==> src/logic/miss_arb_pkg.sv <==
// Shared widths, instruction-cache line geometry and the refill FSM
// state encoding for the read-side miss arbiter
package miss_arb_pkg;

   // Physical byte address
   typedef logic [31:0] mem_addr_t;

   // One beat on the memory read data bus
   typedef logic [63:0] mem_data_t;

   // Full instruction-cache line as handed back to the cache
   typedef logic [127:0] icache_line_t;

   // Transaction ID, used to route responses
   typedef logic [3:0] mem_id_t;

   // Burst length, beat count minus one
   typedef logic [1:0] mem_len_t;

   // Beats needed to fill one instruction-cache line
   localparam int unsigned LINE_BEATS = $bits(icache_line_t) / $bits(mem_data_t);

   // Refill packer states
   typedef enum logic {
      REFILL_IDLE,
      REFILL_HIGH
   } refill_state_e;

endpackage : miss_arb_pkg
==> src/logic/mem_rdata_if.sv <==
// Read response beat channel from the response router to the refill packer
`timescale 1ns/1ps

interface mem_rdata_if import miss_arb_pkg::*; ();

   logic      valid;
   logic      ready;
   mem_id_t   id;
   mem_data_t data;
   logic      last;

   modport source (
      output valid, id, data, last,
      input  ready
   );

   modport sink (
      input  valid, id, data, last,
      output ready
   );

endinterface : mem_rdata_if

==> src/logic/mem_read_if.sv <==
// Read request channel between one requester and the request arbiter
`timescale 1ns/1ps

interface mem_read_if import miss_arb_pkg::*; ();

   logic      valid;
   logic      ready;
   mem_addr_t addr;
   mem_len_t  len;
   mem_id_t   id;
   logic      cacheable;

   // Payload held stable while valid is high
   modport requester (
      output valid, addr, len, id, cacheable,
      input  ready
   );

   modport arbiter (
      input  valid, addr, len, id, cacheable,
      output ready
   );

endinterface : mem_read_if

==> src/logic/miss_read_arbiter_top.sv <==
// Read-side miss arbiter top level: icache adapter, request arbiter,
// response router and refill packer
`timescale 1ns/1ps

module miss_read_arbiter_top import miss_arb_pkg::*; #(
   parameter int unsigned CREDITS    = 4,
   parameter mem_id_t     ICACHE_ID  = 4'd15,
   parameter mem_id_t     UC_READ_ID = 4'd14
) (
   input  logic         clk_i,
   input  logic         rst_ni,

   // Instruction cache
   input  logic         icache_miss_valid_i,
   output logic         icache_miss_ready_o,
   input  mem_addr_t    icache_miss_addr_i,
   input  logic         icache_miss_nc_i,
   output logic         icache_resp_valid_o,
   output icache_line_t icache_resp_data_o,

   // Data cache miss port
   input  logic         dcache_miss_valid_i,
   output logic         dcache_miss_ready_o,
   input  mem_addr_t    dcache_miss_addr_i,
   input  mem_id_t      dcache_miss_id_i,
   output logic         dcache_miss_resp_valid_o,
   input  logic         dcache_miss_resp_ready_i,
   output mem_data_t    dcache_miss_resp_data_o,
   output mem_id_t      dcache_miss_resp_id_o,
   output logic         dcache_miss_resp_last_o,

   // Data cache uncached reads
   input  logic         uc_read_valid_i,
   output logic         uc_read_ready_o,
   input  mem_addr_t    uc_read_addr_i,
   output logic         uc_read_resp_valid_o,
   input  logic         uc_read_resp_ready_i,
   output mem_data_t    uc_read_resp_data_o,
   output logic         uc_read_resp_last_o,

   // Memory read channel
   output logic         mem_req_valid_o,
   output mem_addr_t    mem_req_addr_o,
   output mem_len_t     mem_req_len_o,
   output mem_id_t      mem_req_id_o,
   output logic         mem_req_cacheable_o,
   input  logic         mem_req_credit_i,
   input  logic         mem_resp_valid_i,
   output logic         mem_resp_ready_o,
   input  mem_id_t      mem_resp_id_i,
   input  mem_data_t    mem_resp_data_i,
   input  logic         mem_resp_last_i
);

   logic refill_done;

   mem_read_if  ic_req_if ();
   mem_rdata_if refill_if ();

   icache_miss_adapter #(
      .ICACHE_ID (ICACHE_ID)
   ) u_icache_miss_adapter (
      .clk_i               (clk_i),
      .rst_ni              (rst_ni),
      .icache_miss_valid_i (icache_miss_valid_i),
      .icache_miss_ready_o (icache_miss_ready_o),
      .icache_miss_addr_i  (icache_miss_addr_i),
      .icache_miss_nc_i    (icache_miss_nc_i),
      .refill_done_i       (refill_done),
      .req                 (ic_req_if.requester)
   );

   read_req_arbiter #(
      .CREDITS    (CREDITS),
      .UC_READ_ID (UC_READ_ID)
   ) u_read_req_arbiter (
      .clk_i               (clk_i),
      .rst_ni              (rst_ni),
      .icache              (ic_req_if.arbiter),
      .dcache_miss_valid_i (dcache_miss_valid_i),
      .dcache_miss_ready_o (dcache_miss_ready_o),
      .dcache_miss_addr_i  (dcache_miss_addr_i),
      .dcache_miss_id_i    (dcache_miss_id_i),
      .uc_read_valid_i     (uc_read_valid_i),
      .uc_read_ready_o     (uc_read_ready_o),
      .uc_read_addr_i      (uc_read_addr_i),
      .mem_req_valid_o     (mem_req_valid_o),
      .mem_req_addr_o      (mem_req_addr_o),
      .mem_req_len_o       (mem_req_len_o),
      .mem_req_id_o        (mem_req_id_o),
      .mem_req_cacheable_o (mem_req_cacheable_o),
      .mem_req_credit_i    (mem_req_credit_i)
   );

   read_resp_router #(
      .ICACHE_ID  (ICACHE_ID),
      .UC_READ_ID (UC_READ_ID)
   ) u_read_resp_router (
      .mem_resp_valid_i         (mem_resp_valid_i),
      .mem_resp_ready_o         (mem_resp_ready_o),
      .mem_resp_id_i            (mem_resp_id_i),
      .mem_resp_data_i          (mem_resp_data_i),
      .mem_resp_last_i          (mem_resp_last_i),
      .dcache_miss_resp_valid_o (dcache_miss_resp_valid_o),
      .dcache_miss_resp_ready_i (dcache_miss_resp_ready_i),
      .dcache_miss_resp_data_o  (dcache_miss_resp_data_o),
      .dcache_miss_resp_id_o    (dcache_miss_resp_id_o),
      .dcache_miss_resp_last_o  (dcache_miss_resp_last_o),
      .uc_read_resp_valid_o     (uc_read_resp_valid_o),
      .uc_read_resp_ready_i     (uc_read_resp_ready_i),
      .uc_read_resp_data_o      (uc_read_resp_data_o),
      .uc_read_resp_last_o      (uc_read_resp_last_o),
      .refill                   (refill_if.source)
   );

   icache_refill_packer u_icache_refill_packer (
      .clk_i               (clk_i),
      .rst_ni              (rst_ni),
      .refill              (refill_if.sink),
      .icache_resp_valid_o (icache_resp_valid_o),
      .icache_resp_data_o  (icache_resp_data_o),
      .refill_done_o       (refill_done)
   );

endmodule : miss_read_arbiter_top

==> src/logic/icache_refill_packer.sv <==
// Instruction-cache refill packer, assembles response beats into one line
`timescale 1ns/1ps

module icache_refill_packer import miss_arb_pkg::*; (
   input  logic         clk_i,
   input  logic         rst_ni,

   mem_rdata_if.sink    refill,

   output logic         icache_resp_valid_o,
   output icache_line_t icache_resp_data_o,
   output logic         refill_done_o
);

   localparam int unsigned BEAT_W = $bits(mem_data_t);

   refill_state_e state_q;
   icache_line_t  line_q;
   logic          resp_valid_q;

   // Never stalls the memory
   assign refill.ready = 1'b1;

   always_ff @(posedge clk_i or negedge rst_ni) begin
      if (!rst_ni) begin
         state_q      <= REFILL_IDLE;
         resp_valid_q <= 1'b0;
      end else begin
         resp_valid_q <= refill.valid & refill.last;
         if (refill.valid) begin
            if (state_q == REFILL_IDLE && !refill.last) begin
               state_q <= REFILL_HIGH;
            end else begin
               state_q <= REFILL_IDLE;
            end
         end
      end
   end

   always_ff @(posedge clk_i) begin
      if (refill.valid) begin
         if (state_q == REFILL_IDLE) begin
            line_q[BEAT_W-1:0] <= refill.data;
            // Single beat refill, upper half reads as zero
            if (refill.last) begin
               line_q[2*BEAT_W-1:BEAT_W] <= '0;
            end
         end else begin
            line_q[2*BEAT_W-1:BEAT_W] <= refill.data;
         end
      end
   end

   assign icache_resp_valid_o = resp_valid_q;
   assign icache_resp_data_o  = line_q;
   assign refill_done_o       = resp_valid_q;

endmodule : icache_refill_packer

==> src/logic/read_resp_router.sv <==
// Memory read response router, steers each beat to its consumer by ID
`timescale 1ns/1ps

module read_resp_router import miss_arb_pkg::*; #(
   parameter mem_id_t ICACHE_ID  = 4'd15,
   parameter mem_id_t UC_READ_ID = 4'd14
) (
   input  logic      mem_resp_valid_i,
   output logic      mem_resp_ready_o,
   input  mem_id_t   mem_resp_id_i,
   input  mem_data_t mem_resp_data_i,
   input  logic      mem_resp_last_i,

   output logic      dcache_miss_resp_valid_o,
   input  logic      dcache_miss_resp_ready_i,
   output mem_data_t dcache_miss_resp_data_o,
   output mem_id_t   dcache_miss_resp_id_o,
   output logic      dcache_miss_resp_last_o,

   output logic      uc_read_resp_valid_o,
   input  logic      uc_read_resp_ready_i,
   output mem_data_t uc_read_resp_data_o,
   output logic      uc_read_resp_last_o,

   mem_rdata_if.source refill
);

   logic to_icache;
   logic to_uc;
   logic to_dcache;

   // Icache ID wins, any ID not reserved belongs to the dcache
   assign to_icache = (mem_resp_id_i == ICACHE_ID);
   assign to_uc     = ~to_icache & (mem_resp_id_i == UC_READ_ID);
   assign to_dcache = ~to_icache & ~to_uc;

   assign refill.valid = mem_resp_valid_i & to_icache;
   assign refill.id    = mem_resp_id_i;
   assign refill.data  = mem_resp_data_i;
   assign refill.last  = mem_resp_last_i;

   assign dcache_miss_resp_valid_o = mem_resp_valid_i & to_dcache;
   assign dcache_miss_resp_data_o  = mem_resp_data_i;
   assign dcache_miss_resp_id_o    = mem_resp_id_i;
   assign dcache_miss_resp_last_o  = mem_resp_last_i;

   assign uc_read_resp_valid_o = mem_resp_valid_i & to_uc;
   assign uc_read_resp_data_o  = mem_resp_data_i;
   assign uc_read_resp_last_o  = mem_resp_last_i;

   assign mem_resp_ready_o = to_icache ? refill.ready :
                             to_uc     ? uc_read_resp_ready_i : dcache_miss_resp_ready_i;

endmodule : read_resp_router

==> src/logic/read_req_arbiter.sv <==
// Round-robin read request arbiter for three requesters, with the memory
// request credit counter and the registered issue stage
`timescale 1ns/1ps

module read_req_arbiter import miss_arb_pkg::*; #(
   parameter int unsigned CREDITS    = 4,
   parameter mem_id_t     UC_READ_ID = 4'd14
) (
   input  logic      clk_i,
   input  logic      rst_ni,

   mem_read_if.arbiter icache,

   input  logic      dcache_miss_valid_i,
   output logic      dcache_miss_ready_o,
   input  mem_addr_t dcache_miss_addr_i,
   input  mem_id_t   dcache_miss_id_i,

   input  logic      uc_read_valid_i,
   output logic      uc_read_ready_o,
   input  mem_addr_t uc_read_addr_i,

   output logic      mem_req_valid_o,
   output mem_addr_t mem_req_addr_o,
   output mem_len_t  mem_req_len_o,
   output mem_id_t   mem_req_id_o,
   output logic      mem_req_cacheable_o,
   input  logic      mem_req_credit_i
);

   localparam int unsigned CNT_W = $clog2(CREDITS + 1);

   logic [CNT_W-1:0] credit_q;
   logic [1:0]       last_q;
   logic [1:0]       win_idx;
   logic             win_any;
   logic [2:0]       req_vec;
   logic             can_issue;
   logic             fire;
   logic             req_valid_q;

   // Index 0 icache, 1 dcache miss, 2 uncached read
   assign req_vec = {uc_read_valid_i, dcache_miss_valid_i, icache.valid};

   // First valid requester after the last granted one
   always_comb begin
      int unsigned idx;
      win_idx = last_q;
      win_any = 1'b0;
      for (int unsigned k = 1; k <= 3; k++) begin
         idx = (int'(last_q) + k) % 3;
         if (!win_any && req_vec[idx]) begin
            win_any = 1'b1;
            win_idx = 2'(idx);
         end
      end
   end

   // The request sitting on the issue stage still holds a credit
   assign can_issue = credit_q > CNT_W'(req_valid_q);
   assign fire      = win_any & can_issue;

   assign icache.ready        = fire & (win_idx == 2'd0);
   assign dcache_miss_ready_o = fire & (win_idx == 2'd1);
   assign uc_read_ready_o     = fire & (win_idx == 2'd2);

   always_ff @(posedge clk_i or negedge rst_ni) begin
      if (!rst_ni) begin
         req_valid_q <= 1'b0;
         last_q      <= 2'd2;
      end else begin
         req_valid_q <= fire;
         if (fire) begin
            last_q <= win_idx;
         end
      end
   end

   // Issue stage payload
   always_ff @(posedge clk_i) begin
      if (fire) begin
         case (win_idx)
            2'd0: begin
               mem_req_addr_o      <= icache.addr;
               mem_req_len_o       <= icache.len;
               mem_req_id_o        <= icache.id;
               mem_req_cacheable_o <= icache.cacheable;
            end
            2'd1: begin
               mem_req_addr_o      <= dcache_miss_addr_i;
               mem_req_len_o       <= mem_len_t'(LINE_BEATS - 1);
               mem_req_id_o        <= dcache_miss_id_i;
               mem_req_cacheable_o <= 1'b1;
            end
            default: begin
               mem_req_addr_o      <= uc_read_addr_i;
               mem_req_len_o       <= '0;
               mem_req_id_o        <= UC_READ_ID;
               mem_req_cacheable_o <= 1'b0;
            end
         endcase
      end
   end

   // Credits: one spent per issue, one back per return pulse
   always_ff @(posedge clk_i or negedge rst_ni) begin
      if (!rst_ni) begin
         credit_q <= CNT_W'(CREDITS);
      end else begin
         case ({mem_req_credit_i, req_valid_q})
            2'b10:   credit_q <= credit_q + 1'b1;
            2'b01:   credit_q <= credit_q - 1'b1;
            default: credit_q <= credit_q;
         endcase
      end
   end

   assign mem_req_valid_o = req_valid_q;

endmodule : read_req_arbiter

==> src/logic/icache_miss_adapter.sv <==
// Instruction-cache miss adapter: holds one miss, offers it once as a read request
`timescale 1ns/1ps

module icache_miss_adapter import miss_arb_pkg::*; #(
   parameter mem_id_t ICACHE_ID = 4'd15
) (
   input  logic      clk_i,
   input  logic      rst_ni,

   input  logic      icache_miss_valid_i,
   output logic      icache_miss_ready_o,
   input  mem_addr_t icache_miss_addr_i,
   input  logic      icache_miss_nc_i,

   input  logic      refill_done_i,

   mem_read_if.requester req
);

   logic      held_q;
   logic      pending_q;
   mem_addr_t addr_q;
   logic      nc_q;

   logic      miss_accept;
   logic      req_granted;

   assign icache_miss_ready_o = ~held_q;
   assign miss_accept         = icache_miss_valid_i & ~held_q;
   assign req_granted         = req.valid & req.ready;

   // Entry state, one miss at a time
   always_ff @(posedge clk_i or negedge rst_ni) begin
      if (!rst_ni) begin
         held_q    <= 1'b0;
         pending_q <= 1'b0;
      end else if (refill_done_i) begin
         held_q    <= 1'b0;
         pending_q <= 1'b0;
      end else if (miss_accept) begin
         held_q    <= 1'b1;
         pending_q <= 1'b0;
      end else if (req_granted) begin
         pending_q <= 1'b1;
      end
   end

   always_ff @(posedge clk_i) begin
      if (miss_accept) begin
         addr_q <= icache_miss_addr_i;
         nc_q   <= icache_miss_nc_i;
      end
   end

   // Uncached miss reads a single word, cacheable miss a full line
   assign req.valid     = held_q & ~pending_q;
   assign req.addr      = addr_q;
   assign req.len       = nc_q ? mem_len_t'(0) : mem_len_t'(LINE_BEATS - 1);
   assign req.id        = ICACHE_ID;
   assign req.cacheable = ~nc_q;

endmodule : icache_miss_adapter

==> config.mk <==
export PLATFORM = sky130hd
export DESIGN_NAME = miss_read_arbiter_top
export DESIGN_NICKNAME = d
export VERILOG_FILES = /design/src/logic/miss_arb_pkg.sv /design/src/logic/mem_rdata_if.sv /design/src/logic/mem_read_if.sv /design/src/logic/miss_read_arbiter_top.sv /design/src/logic/icache_refill_packer.sv /design/src/logic/read_resp_router.sv /design/src/logic/read_req_arbiter.sv /design/src/logic/icache_miss_adapter.sv
export SDC_FILE = /design/constraint.sdc
export NUM_CORES = 1
export LEC_CHECK = 0
export BUFFER_PORTS_ARGS = -buffer_cell sky130_fd_sc_hd__buf_4
export CORE_AREA = 2 2 191 193
export CTS_CLUSTER_SIZE = 24
export DETAILED_ROUTE_END_ITERATION = 7
export DIE_AREA = 0 0 193 195
export SLEW_MARGIN = 40
export SYNTH_ARGS = -nofsm -noshare
export SYNTH_HDL_FRONTEND = slang
export SYNTH_SLANG_ARGS = --single-unit
export TNS_END_PERCENT = 1
==> constraint.sdc <==
create_clock -name clk_i -period 6.2 [get_ports clk_i]
set_input_delay 1.24 -clock clk_i [delete_from_list [all_inputs] [get_ports clk_i]]
set_output_delay 1.24 -clock clk_i [all_outputs]
set_load 0.01 [all_outputs]
# Yosys cells after proc, flatten, opt, wreduce, memory -nomap -nowiden
# Cells that the tools add are included.
word_totals:
  output_inout_bits: 309
  inputBits: 179
  register_bits: 210
classes:
  addsub: 5
  n_eq_ne: 6
  n_div: 3
  bitwise_logic: 19
  magnitude_cmp: 4
  muxes: 28
  n_reduce_logical: 13
op_table:
  columns: ["cell", "count"]
  rows:
  - ["two-way mux 64 bit", 2]
  - ["< comparator 32 x 3 -> 1 bit (second input constant)", 3]
  - ["remainder unit 32 x 2 -> 32 bit (second input constant)", 3]
  - ["case mux 32 bit (2 select lines)", 1]
  - ["two-way mux 1 bit", 15]
  - ["bitwise AND 1 bit", 13]
  - ["equality test 4 bit (second input constant)", 2]
  - ["case mux 4 bit (2 select lines)", 1]
  - ["adder 2 x 2 -> 3 bit (second input constant)", 2]
  - ["binary-select mux 1 bit (select 2 bit)", 3]
  - ["two-way mux 2 bit", 3]
  - ["inverter 1 bit", 6]
  - ["case mux 3 bit (2 select lines)", 1]
  - ["nonzero test 2 bit", 3]
  - ["equality test 2 x 1 -> 1 bit (second input constant)", 2]
  - ["equality test 2 bit (second input constant)", 2]
  - ["case mux 1 bit (2 select lines)", 2]
  - ["AND reduction 2 bit", 2]
  - ["adder 2 x 1 -> 3 bit (second input constant)", 1]
  - ["adder 3 x 1 -> 3 bit (second input constant)", 1]
  - ["greater-than comparator 3 x 1 -> 1 bit", 1]
  - ["logical AND 1 bit", 3]
  - ["logical NOT 1 bit", 3]
  - ["nonzero test 3 bit", 1]
  - ["2 further kinds", 2]

# Logic depth before layout (Yosys ltp)
# Gate-level depths: netlist of the first run.
depth:
  ltp_word: 17
  depth_mapped: 11

# By module
# Synthesis of the first run repeated with hierarchy kept, for this count alone.
hier_totals:
  hier_cells: 760
  area_unflattened_um2: 9952.0
by_module_without_submodules:
  columns: ["module", "n_inst", "cells_each", "area_each_um2"]
  rows:
  - ["icache_refill_packer", 1, 209, 4396.7]
  - ["read_req_arbiter", 1, 289, 2842.7]
  - ["read_resp_router", 1, 210, 1577.8]
  - ["icache_miss_adapter", 1, 52, 1134.8]

# Worst setup path before layout of the first run
# No wires, ideal clock.
synth_path:
  kind: "input to register"
  startpoint: "input port mem_resp_id_i[2]"
  endpoint: "register u_icache_refill_packer.line_q[100] (netlist: u_icache_refill_packer.icache_resp_data_o[100]) (enable)"
  setup_slack_ns: 1.470
  required_ns: 5.714
  path_buffers: 0
  stages: 3
  t_arrival_ns: 4.244
  setup_ns: 0.486
  path_cell_list: "and3_1 > nand3_1 > nor2_1"
synth_via:
  elab_chain_len: 3
synth_rtl:
  columns: ["element", "line_no", "rtl"]
  rows:
  - ["start, declared", "miss_read_arbiter_top.sv:50", "input mem_id_t mem_resp_id_i,"]
  - ["equality test 4 bit", "read_resp_router.sv:33", "assign to_icache = (mem_resp_id_i == ICACHE_ID);"]
  - ["bitwise AND 1 bit", "read_resp_router.sv:37", "assign refill.valid = mem_resp_valid_i & to_icache;"]
  - ["AND reduction 2 bit (no source line)", null, null]
  - ["end signal, assigned by index", "icache_refill_packer.sv:43", "line_q[BEAT_W-1:0] <= refill.data;"]
  - ["end signal, assigned by index", "icache_refill_packer.sv:49", "line_q[2*BEAT_W-1:BEAT_W] <= refill.data;"]
  - ["end, declared", "icache_refill_packer.sv:18", "icache_line_t line_q;"]
# Every way passes these cells.
# A chain may end at the register's enable or synchronous reset.

# Final worst setup path of the first run
layout_path:
  startpoint: "register u_read_req_arbiter.last_q[1]"
  endpoint: "output port uc_read_ready_o"
layout_via:
  elab_chain_len: 13
  elab_cells_between_ends: 25
layout_rtl:
  columns: ["element", "line_no", "rtl"]
  rows:
  - ["start, declared", "read_req_arbiter.sv:34", "logic [1:0] last_q;"]
  - ["start signal, assigned", "read_req_arbiter.sv:74", "last_q <= win_idx;"]
  - ["adder 2 x 1 -> 3 bit", "read_req_arbiter.sv:51", "idx = (int'(last_q) + k) % 3;"]
  - ["remainder unit 32 x 2 -> 32 bit", "read_req_arbiter.sv:51", null]
  - ["binary-select mux 1 bit (select 2 bit)", "read_req_arbiter.sv:52", "if (!win_any && req_vec[idx]) begin"]
  - ["two-way mux 1 bit (not written as such)", "read_req_arbiter.sv:52", null]
  - ["two-way mux 1 bit", "read_req_arbiter.sv:52", null]
  - ["logical NOT 1 bit", "read_req_arbiter.sv:52", null]
  - ["logical AND 1 bit", "read_req_arbiter.sv:52", null]
  - ["two-way mux 1 bit", "read_req_arbiter.sv:52", null]
  - ["logical NOT 1 bit", "read_req_arbiter.sv:52", null]
  - ["logical AND 1 bit", "read_req_arbiter.sv:52", null]
  - ["two-way mux 2 bit or two-way mux 1 bit (tied branches)", "read_req_arbiter.sv:52", null]
  - ["equality test 2 bit or bitwise AND 1 bit (tied branches)", "read_req_arbiter.sv:65, read_req_arbiter.sv:61", null]
  - ["bitwise AND 1 bit *", "read_req_arbiter.sv:65", "assign uc_read_ready_o = fire & (win_idx == 2'd2);"]
  - ["end, declared", "miss_read_arbiter_top.sv:34", "output logic uc_read_ready_o,"]
# Every way passes the cells marked *; elsewhere a longest branch is shown, timed or not. The select of a mux whose other input is x is not followed.

==> flow_metrics.env, run 1 <==
export IMPL_grtUsageTotal_pct=13.1
export IMPL_tns_ns=0
export IMPL_fmax_mhz=241
export IMPL_yosysMostFrequentCell="edfxtp_1"
export IMPL_cts_setup_buffers=0
export IMPL_crit_path_end_kind="output port"
export IMPL_grt_pass1_wl_um=37000
export IMPL_num_rows=69
export IMPL_port_buffers=486
export IMPL_async_flop_share_pct=4.81
export IMPL_synth_edf_count=198
export IMPL_die_area_sq_um=37600
export IMPL_cts_max_level=1
export IMPL_clock_sinks=208
export IMPL_place_ws_ns=2.41
export IMPL_path_clk_slew_ns=0.06
export IMPL_vias=5987
export IMPL_grt_pass1_vias=6056
export IMPL_leakagePower_nw=5.46
export IMPL_use_met3_pct=6.00
export IMPL_start_util_pct=25.4
export IMPL_cap_viol_max_count=0
export IMPL_cts_hold_buf=0
export IMPL_yosys_warnings=0
export IMPL_relSlewSlack_pct=54.4
export IMPL_met1_usage_pct=14.6
export IMPL_clock_latency_ns=0.51
export IMPL_cts_buffer_depth=3
export IMPL_gr_total_overflow=0
export IMPL_yosysTopAreaCellShare_pct=66.1
export IMPL_drc=0
export IMPL_use_met2_pct=22.1
export IMPL_start_kind="register"
export IMPL_irDropWorstVdd_mv=0.318
export IMPL_synth_top_area_cell="edfxtp_1"
export IMPL_grt_max_degree=68
export IMPL_synth_area_leaders="edfxtp_1 (66%), buf_4 (11%), and2_1 (4.5%)"
export IMPL_seq_area_frac_synth_pct=68.9
export IMPL_wirelength_um=26700
export IMPL_critPathMaxFanout=14
export IMPL_drive_gt1_share_pct=54.6
export IMPL_ys_top_cells_by_count="edfxtp_1 (198), buf_4 (136), and2_1 (65)"
export IMPL_syn_area_sq_um=9000
export IMPL_vias_per_cell=4.13
export IMPL_hpwl_um=20200
export IMPL_worstMarginPinSlew_ns=0.684
export IMPL_wire_per_inst_um=18.4
export IMPL_cp_slowest_cell="dfstp_2"
export IMPL_synth_fp_nets=798
export IMPL_worst_setup_path_type="register to output port"
export IMPL_path_cells="inv_1 > ha_1 > nor4b_4 > nor4_1 > o41a_1 > a21o_2 > nor2_1 > buf_4"
export IMPL_die_x_um=193
export IMPL_status="completed"
export IMPL_synth_seq_cells=208
export IMPL_path_buf_inv=2
export IMPL_antenna_cells=0
export IMPL_cts_tree="done"
export IMPL_synth_cells=614
export IMPL_synth_main_ff_cell="edfxtp_1"
export IMPL_first_pass_iters=4
export IMPL_ant_nets=0
export IMPL_fillCellCount=3410
export IMPL_fin_nets=1158
export IMPL_hold_class="register to register"
export IMPL_antenna_found_initial=0
export IMPL_slowest_delay_ns=0.56
export IMPL_coreArea_sq_um=35400
export IMPL_grt_busiest_layer="met2"
export IMPL_critPathTopFamily="simple AND/OR/NAND/NOR gates"
export IMPL_cts_root_buf="clkbuf_16"
export IMPL_setup_viol=0
export IMPL_skew_ns=0.0105
export IMPL_rsz0062_at_grt="false"
export IMPL_area_growth_pct=42.5
export IMPL_io_pins=488
export IMPL_critical_path_required_ns=4.96
export IMPL_dieHeight_um=195
export IMPL_ys_types=52
export IMPL_fin_crit_ns=4.15
export IMPL_slew_violations=0
export IMPL_drt_iter0_markers=262
export IMPL_arrival_ns=2.91
export IMPL_finalCritPeriodShare_pct=67.0
export IMPL_cts_made_buffers=23
export IMPL_finalHoldViolCount=0
export IMPL_ctsResizeCount=0
export IMPL_layout_setup_ws_ns=2.05
export IMPL_gp_congestion=0.830
export IMPL_syn_avg_cell_area_sq_um=14.7
export IMPL_p_per_area_nw_per_um2=384
[routing by layer]
layer	part of all wire [%]	up-vias
met2	48	334
met4	2.7	0
met1	37	2872
li1	-	2750
met5	0	-
met3	13	31
[cell type report]
type                            count  area (sq um)  area share [%]
Sequential cell                   208          6200            48.4
Timing Repair Buffer              492          3700            28.8
Tap cell                          461           577            4.50
Clock buffer                       27           591            4.61
Clock inverter                     14           113           0.878
Multi-Input combinational cell    237          1600            12.5
Inverter                           12          45.0           0.351
[state kept, by name, summed over array words and instances (netlist names)]
register / cells
u_icache_miss_adapter.held_q: 1
u_icache_miss_adapter.nc_q: 1
u_icache_miss_adapter.pending_q: 1
u_icache_miss_adapter.req.addr: 32
u_icache_refill_packer.icache_resp_data_o: 128
u_icache_refill_packer.icache_resp_valid_o: 1
u_icache_refill_packer.state_q: 1
u_read_req_arbiter.credit_q: 3
u_read_req_arbiter.last_q: 2
u_read_req_arbiter.mem_req_addr_o: 32
u_read_req_arbiter.mem_req_cacheable_o: 1
u_read_req_arbiter.mem_req_id_o: 4
u_read_req_arbiter.mem_req_valid_o: 1
[logic make-up after synthesis]
kind of cell	after synthesis	share of synthesized area, %
other	1	0.0417
adders and majority gates	5	0.779
AOI/OAI and AO/OA	52	3.42
xor gates and xnor gates	3	0.292
buffers and inverters	169	13.6
muxes	34	3.80
and+or+nand+nor	142	9.14
DFF	208	68.9
[worst paths after layout]
kind / slack (ns) / cells past startpoint / startpoint / to
max in group asynchronous: 5.43 / 1 / rst_ni / u_read_req_arbiter.credit_q[2]
min in group asynchronous: 0.55 / 1 / rst_ni / u_read_req_arbiter.credit_q[0]
worst min register to register: 0.47 / 1 / u_read_req_arbiter.credit_q[0] / u_read_req_arbiter.credit_q[0]
worst max register to register: 2.83 / 9 / u_read_req_arbiter.last_q[1] / u_read_req_arbiter.mem_req_addr_o[31]
worst min-delay path: 0.47 / 1 / u_read_req_arbiter.credit_q[0] / u_read_req_arbiter.credit_q[0]
worst max-delay path: 2.05 / 8 / u_read_req_arbiter.last_q[1] / uc_read_ready_o
[report_power, final]
part	switching, mW	total (mW)	internal [mW]
clock network	0.536	1.30	0.759
registers	0.0679	1.95	1.88
logic	0.963	1.68	0.719
[layout by cell type, fill, tap and decap left out, types with 3 or more instances in the layout]
| cell type | count |
|---|---|
| clkinv_1 | 6 |
| buf_4 | 491 |
| or2_2 | 3 |
| nor2_1 | 39 |
| dfrtp_1 | 7 |
| a21o_1 | 3 |
| nand2_1 | 6 |
| edfxtp_1 | 198 |
| nand2b_1 | 3 |
| mux2i_1 | 32 |
| clkbuf_1 | 4 |
| a21oi_1 | 35 |
| nor3_1 | 3 |
| inv_1 | 12 |
| ha_1 | 4 |
| and2_1 | 65 |
| clkbuf_16 | 23 |
| clkinv_2 | 6 |
[per-stage QoR]
stage          cell area (sq um)  util [%]  std cells  hold WS (ns)  total power [mW]
2_1_floorplan               9000         -        614         0.446              3.16
3_3_place_gp               12100      34.2       1410         0.464              3.65
3_5_place_dp               12100      34.2       1410         0.468              3.69
4_1_cts                    12800      36.2       1451         0.480              5.00
5_1_grt                    12800      36.2       1451         0.500              5.19
6_report                   12800      36.2       1451         0.474              4.93
Note: power is estimated with default switching activity, not from simulation.
==> run 2: changes to the inputs <==
- ABC_AREA: default -> 1
- CORE_AREA: 2 2 191 193 -> 2 2 192 194
- DIE_AREA: 0 0 193 195 -> 0 0 194 196
- clock period: 6.2 -> 3.4 ns (I/O delays scaled with it)
==> flow_metrics.env, run 2 <==
export IMPL_yosys_area_share_simple_pct=13.0
export IMPL_min_to="u_icache_miss_adapter.req.addr[31]"
export IMPL_pwr_share_clk_pct=23.3
export IMPL_arrival_ns=2.55
export IMPL_finalHoldViolCount=0
export IMPL_slowest_delay_ns=0.56
export IMPL_synth_area_leaders="edfxtp_1 (66%), buf_4 (11%), nand3_1 (7.5%)"
export IMPL_die_area_sq_um=38000
export IMPL_path_cells="ha_2 > inv_2 > nand3_2 > nor2_4 > nor2_4 > nand3_2 > clkinv_4 > nand2_1 > nand2_2 > nor2_1 > buf_4"
export IMPL_cts_max_level=1
export IMPL_irDropWorstVdd_mv=1.22
export IMPL_hold_class="input pin to register"
export IMPL_grtUsageTotal_pct=14.5
export IMPL_start_kind="register"
export IMPL_r2r_end="u_read_req_arbiter.mem_req_id_o[2]"
export IMPL_gp_congestion=0.870
export IMPL_p_sw_mw=4.02
export IMPL_io_pins=488
export IMPL_tns_ns=0
export IMPL_ant_nets=0
export IMPL_syn_area_sq_um=9030
export IMPL_async_flop_share_pct=4.81
export IMPL_worst_hold_slack_ns=0.335
export IMPL_grt_pass1_wl_um=42400
export IMPL_leakagePower_nw=6.00
export IMPL_worst_setup_path_type="register to output port"
export IMPL_yosys_warnings=0
export IMPL_final_cell_mix="buf_4 (503), edfxtp_1 (198), nand3_1 (135)"
export IMPL_worstMarginPinSlew_ns=0.736
export IMPL_total_power_mw=10.5
export IMPL_clock_sinks=208
export IMPL_grt_pass1_vias=6698
export IMPL_hpwl_um=22200
export IMPL_place_area_sq_um=12300
export IMPL_coreArea_sq_um=36100
export IMPL_area_growth_pct=45.7
export IMPL_relSlewSlack_pct=51.0
export IMPL_synth_seq_cells=208
export IMPL_place_ws_ns=0.342
export IMPL_cp_slowest_cell="dfstp_2"
export IMPL_r2r_start="u_read_req_arbiter.last_q[1]"
export IMPL_port_buffers=486
export IMPL_fin_crit_ns=3.23
export IMPL_final_area_sq_um=13200
export IMPL_layoutNonFillerInstCount=1595
export IMPL_p_per_area_nw_per_um2=794
export IMPL_fin_nets=1293
export IMPL_path_clk_slew_ns=0.06
export IMPL_slew_violations=0
export IMPL_synth_main_ff_cell="edfxtp_1"
export IMPL_cts_root_buf="clkbuf_16"
export IMPL_status="completed"
export IMPL_swShare_pct=38.4
export IMPL_setup_viol=0
export IMPL_yosysMostFrequentCell="edfxtp_1"
export IMPL_synth_adder_area_share_pct=0.776
export IMPL_synth_cells=735
export IMPL_synth_top_area_cell="edfxtp_1"
export IMPL_yosysTopAreaCellShare_pct=65.8
export IMPL_wire_per_inst_um=18.6
export IMPL_wirelength_um=29700
export IMPL_p_int_mw=6.44
export IMPL_reg2reg_slack_ns=0.60
export IMPL_vias=6799
export IMPL_first_pass_iters=5
export IMPL_critical_path_required_ns=2.72
export IMPL_final_util_pct=36.5
export IMPL_seq_area_frac_synth_pct=68.6
export IMPL_gr_total_overflow=0
export IMPL_ys_top_cells_by_count="edfxtp_1 (198), buf_4 (136), nand3_1 (136)"
export IMPL_drc=0
export IMPL_synth_compound_area_share_pct=0.998
export IMPL_finalCritPeriodShare_pct=94.9
export IMPL_cts_made_buffers=25
export IMPL_fillCellCount=3549
export IMPL_vias_per_cell=4.26
export IMPL_synth_edf_count=198
export IMPL_p_comb_share_pct=41.8
export IMPL_layout_setup_ws_ns=0.173
export IMPL_drt_iter0_markers=396
export IMPL_min_path_cells=1
export IMPL_skew_ns=0.0113
export IMPL_cap_viol_max_count=0
export IMPL_antenna_found_initial=1
export IMPL_dieHeight_um=196
export IMPL_path_buf_inv=3
export IMPL_r2r_worst_path_cells=10
export IMPL_grt_max_degree=65
export IMPL_num_rows=70
export IMPL_synth_top_family_by_area="buffers and inverters"
export IMPL_largest_reg_flops=128
export IMPL_rsz0062_at_grt="false"
export IMPL_die_x_um=194
export IMPL_synth_fp_nets=919
export IMPL_synth_mux_area_fraction_pct=0
export IMPL_syn_avg_cell_area_sq_um=12.3
export IMPL_crit_path_end_kind="output port"
export IMPL_dp_cells=1546
export IMPL_start_util_pct=25.0
export IMPL_cts_tree="done"
export IMPL_critPathMaxFanout=4
export IMPL_ys_types=30
export IMPL_clock_latency_ns=0.52
export IMPL_p_seq_share_pct=34.9
export IMPL_synth_xor_area_share_pct=0.194
export IMPL_critPathTopFamily="simple AND/OR/NAND/NOR gates"
export IMPL_cts_buffer_depth=3
export IMPL_final_common_cell="buf_4"
export IMPL_drive_gt1_share_pct=50.1
export IMPL_hold_path_startpoint="icache_miss_addr_i[31]"
export IMPL_fmax_mhz=310
-- run 2: cell types whose count changed in the layout (fill, tap and decap cells not counted), moves of 30 or more --
cell	before	now
a21oi_1	35	5
mux2i_1	32	0
and2_1	65	0
inv_1	12	85
nand2_1	6	90
nand3_1	2	135
nor2_1	39	8
-- run 2: cell families after synthesis --
group,after synthesis
compound gates,17
xor+xnor,2
fa+ha+maj,5
buf+inv,251
flops,208
other cells,1
simple gates,251
-- run 2: how the worst max path moves through the flow --
| stage | endpoint | depth (start not counted) | slack (ns) | from |
|---|---|---|---|---|
| global route | dcache_miss_ready_o | 11 | 0.03 | u_read_req_arbiter.last_q[1] |
| detailed placement | uc_read_ready_o | 11 | 0.34 | u_read_req_arbiter.last_q[1] |
| global placement | uc_read_ready_o | 10 | 0.48 | u_read_req_arbiter.last_q[1] |
| CTS | uc_read_ready_o | 11 | 0.01 | u_read_req_arbiter.last_q[1] |
| finish | dcache_miss_ready_o | 11 | 0.17 | u_read_req_arbiter.last_q[1] |
| floorplan | u_icache_refill_packer.icache_resp_data_o[0] | 4 | -0.78 | mem_resp_id_i[2] |
-- run 2: layout make-up --
cell class	count	area (sq um)	share of cell area, %
timing repair buffer	507	3850	29.2
tap	468	586	4.45
antenna	1	2.50	0.0190
inverter	89	339	2.58
clock buffer	35	663	5.04
clock inverter	9	67.6	0.514
sequential	208	6200	47.1
multi-input combinational	278	1450	11.0
-- run 2: layer usage --
metal  wire length [um]  track usage [%]  up-vias  part of all wire (%)
met5                  0                0        -                     0
met4                836             4.10        0                   2.8
met3               3320             5.23       49                    11
met2              14600             24.7      416                    49
met1              11000             17.3     3233                    37
li1                   -                -     3101                     -
-- run 2: timing repair --
item                                    CTS  global route
cloned                                    0             2
setup buffers                             0             1
endpoints found under the setup margin    1             2
hold buffers                              1             0
hold endpoints to repair                  8             0
gates resized for setup                   5             9
pin swaps                                 1             2
-- run 2: power groups by stage --
stage | clock [mW] | combinational, mW | sequential, mW
2_1_floorplan | 0 | 2.64 | 3.82
3_3_place_gp | 0 | 3.97 | 3.68
3_5_place_dp | 0 | 4.11 | 3.70
4_1_cts | 2.51 | 4.19 | 3.65
5_1_grt | 2.59 | 4.83 | 3.67
6_report | 2.44 | 4.37 | 3.64
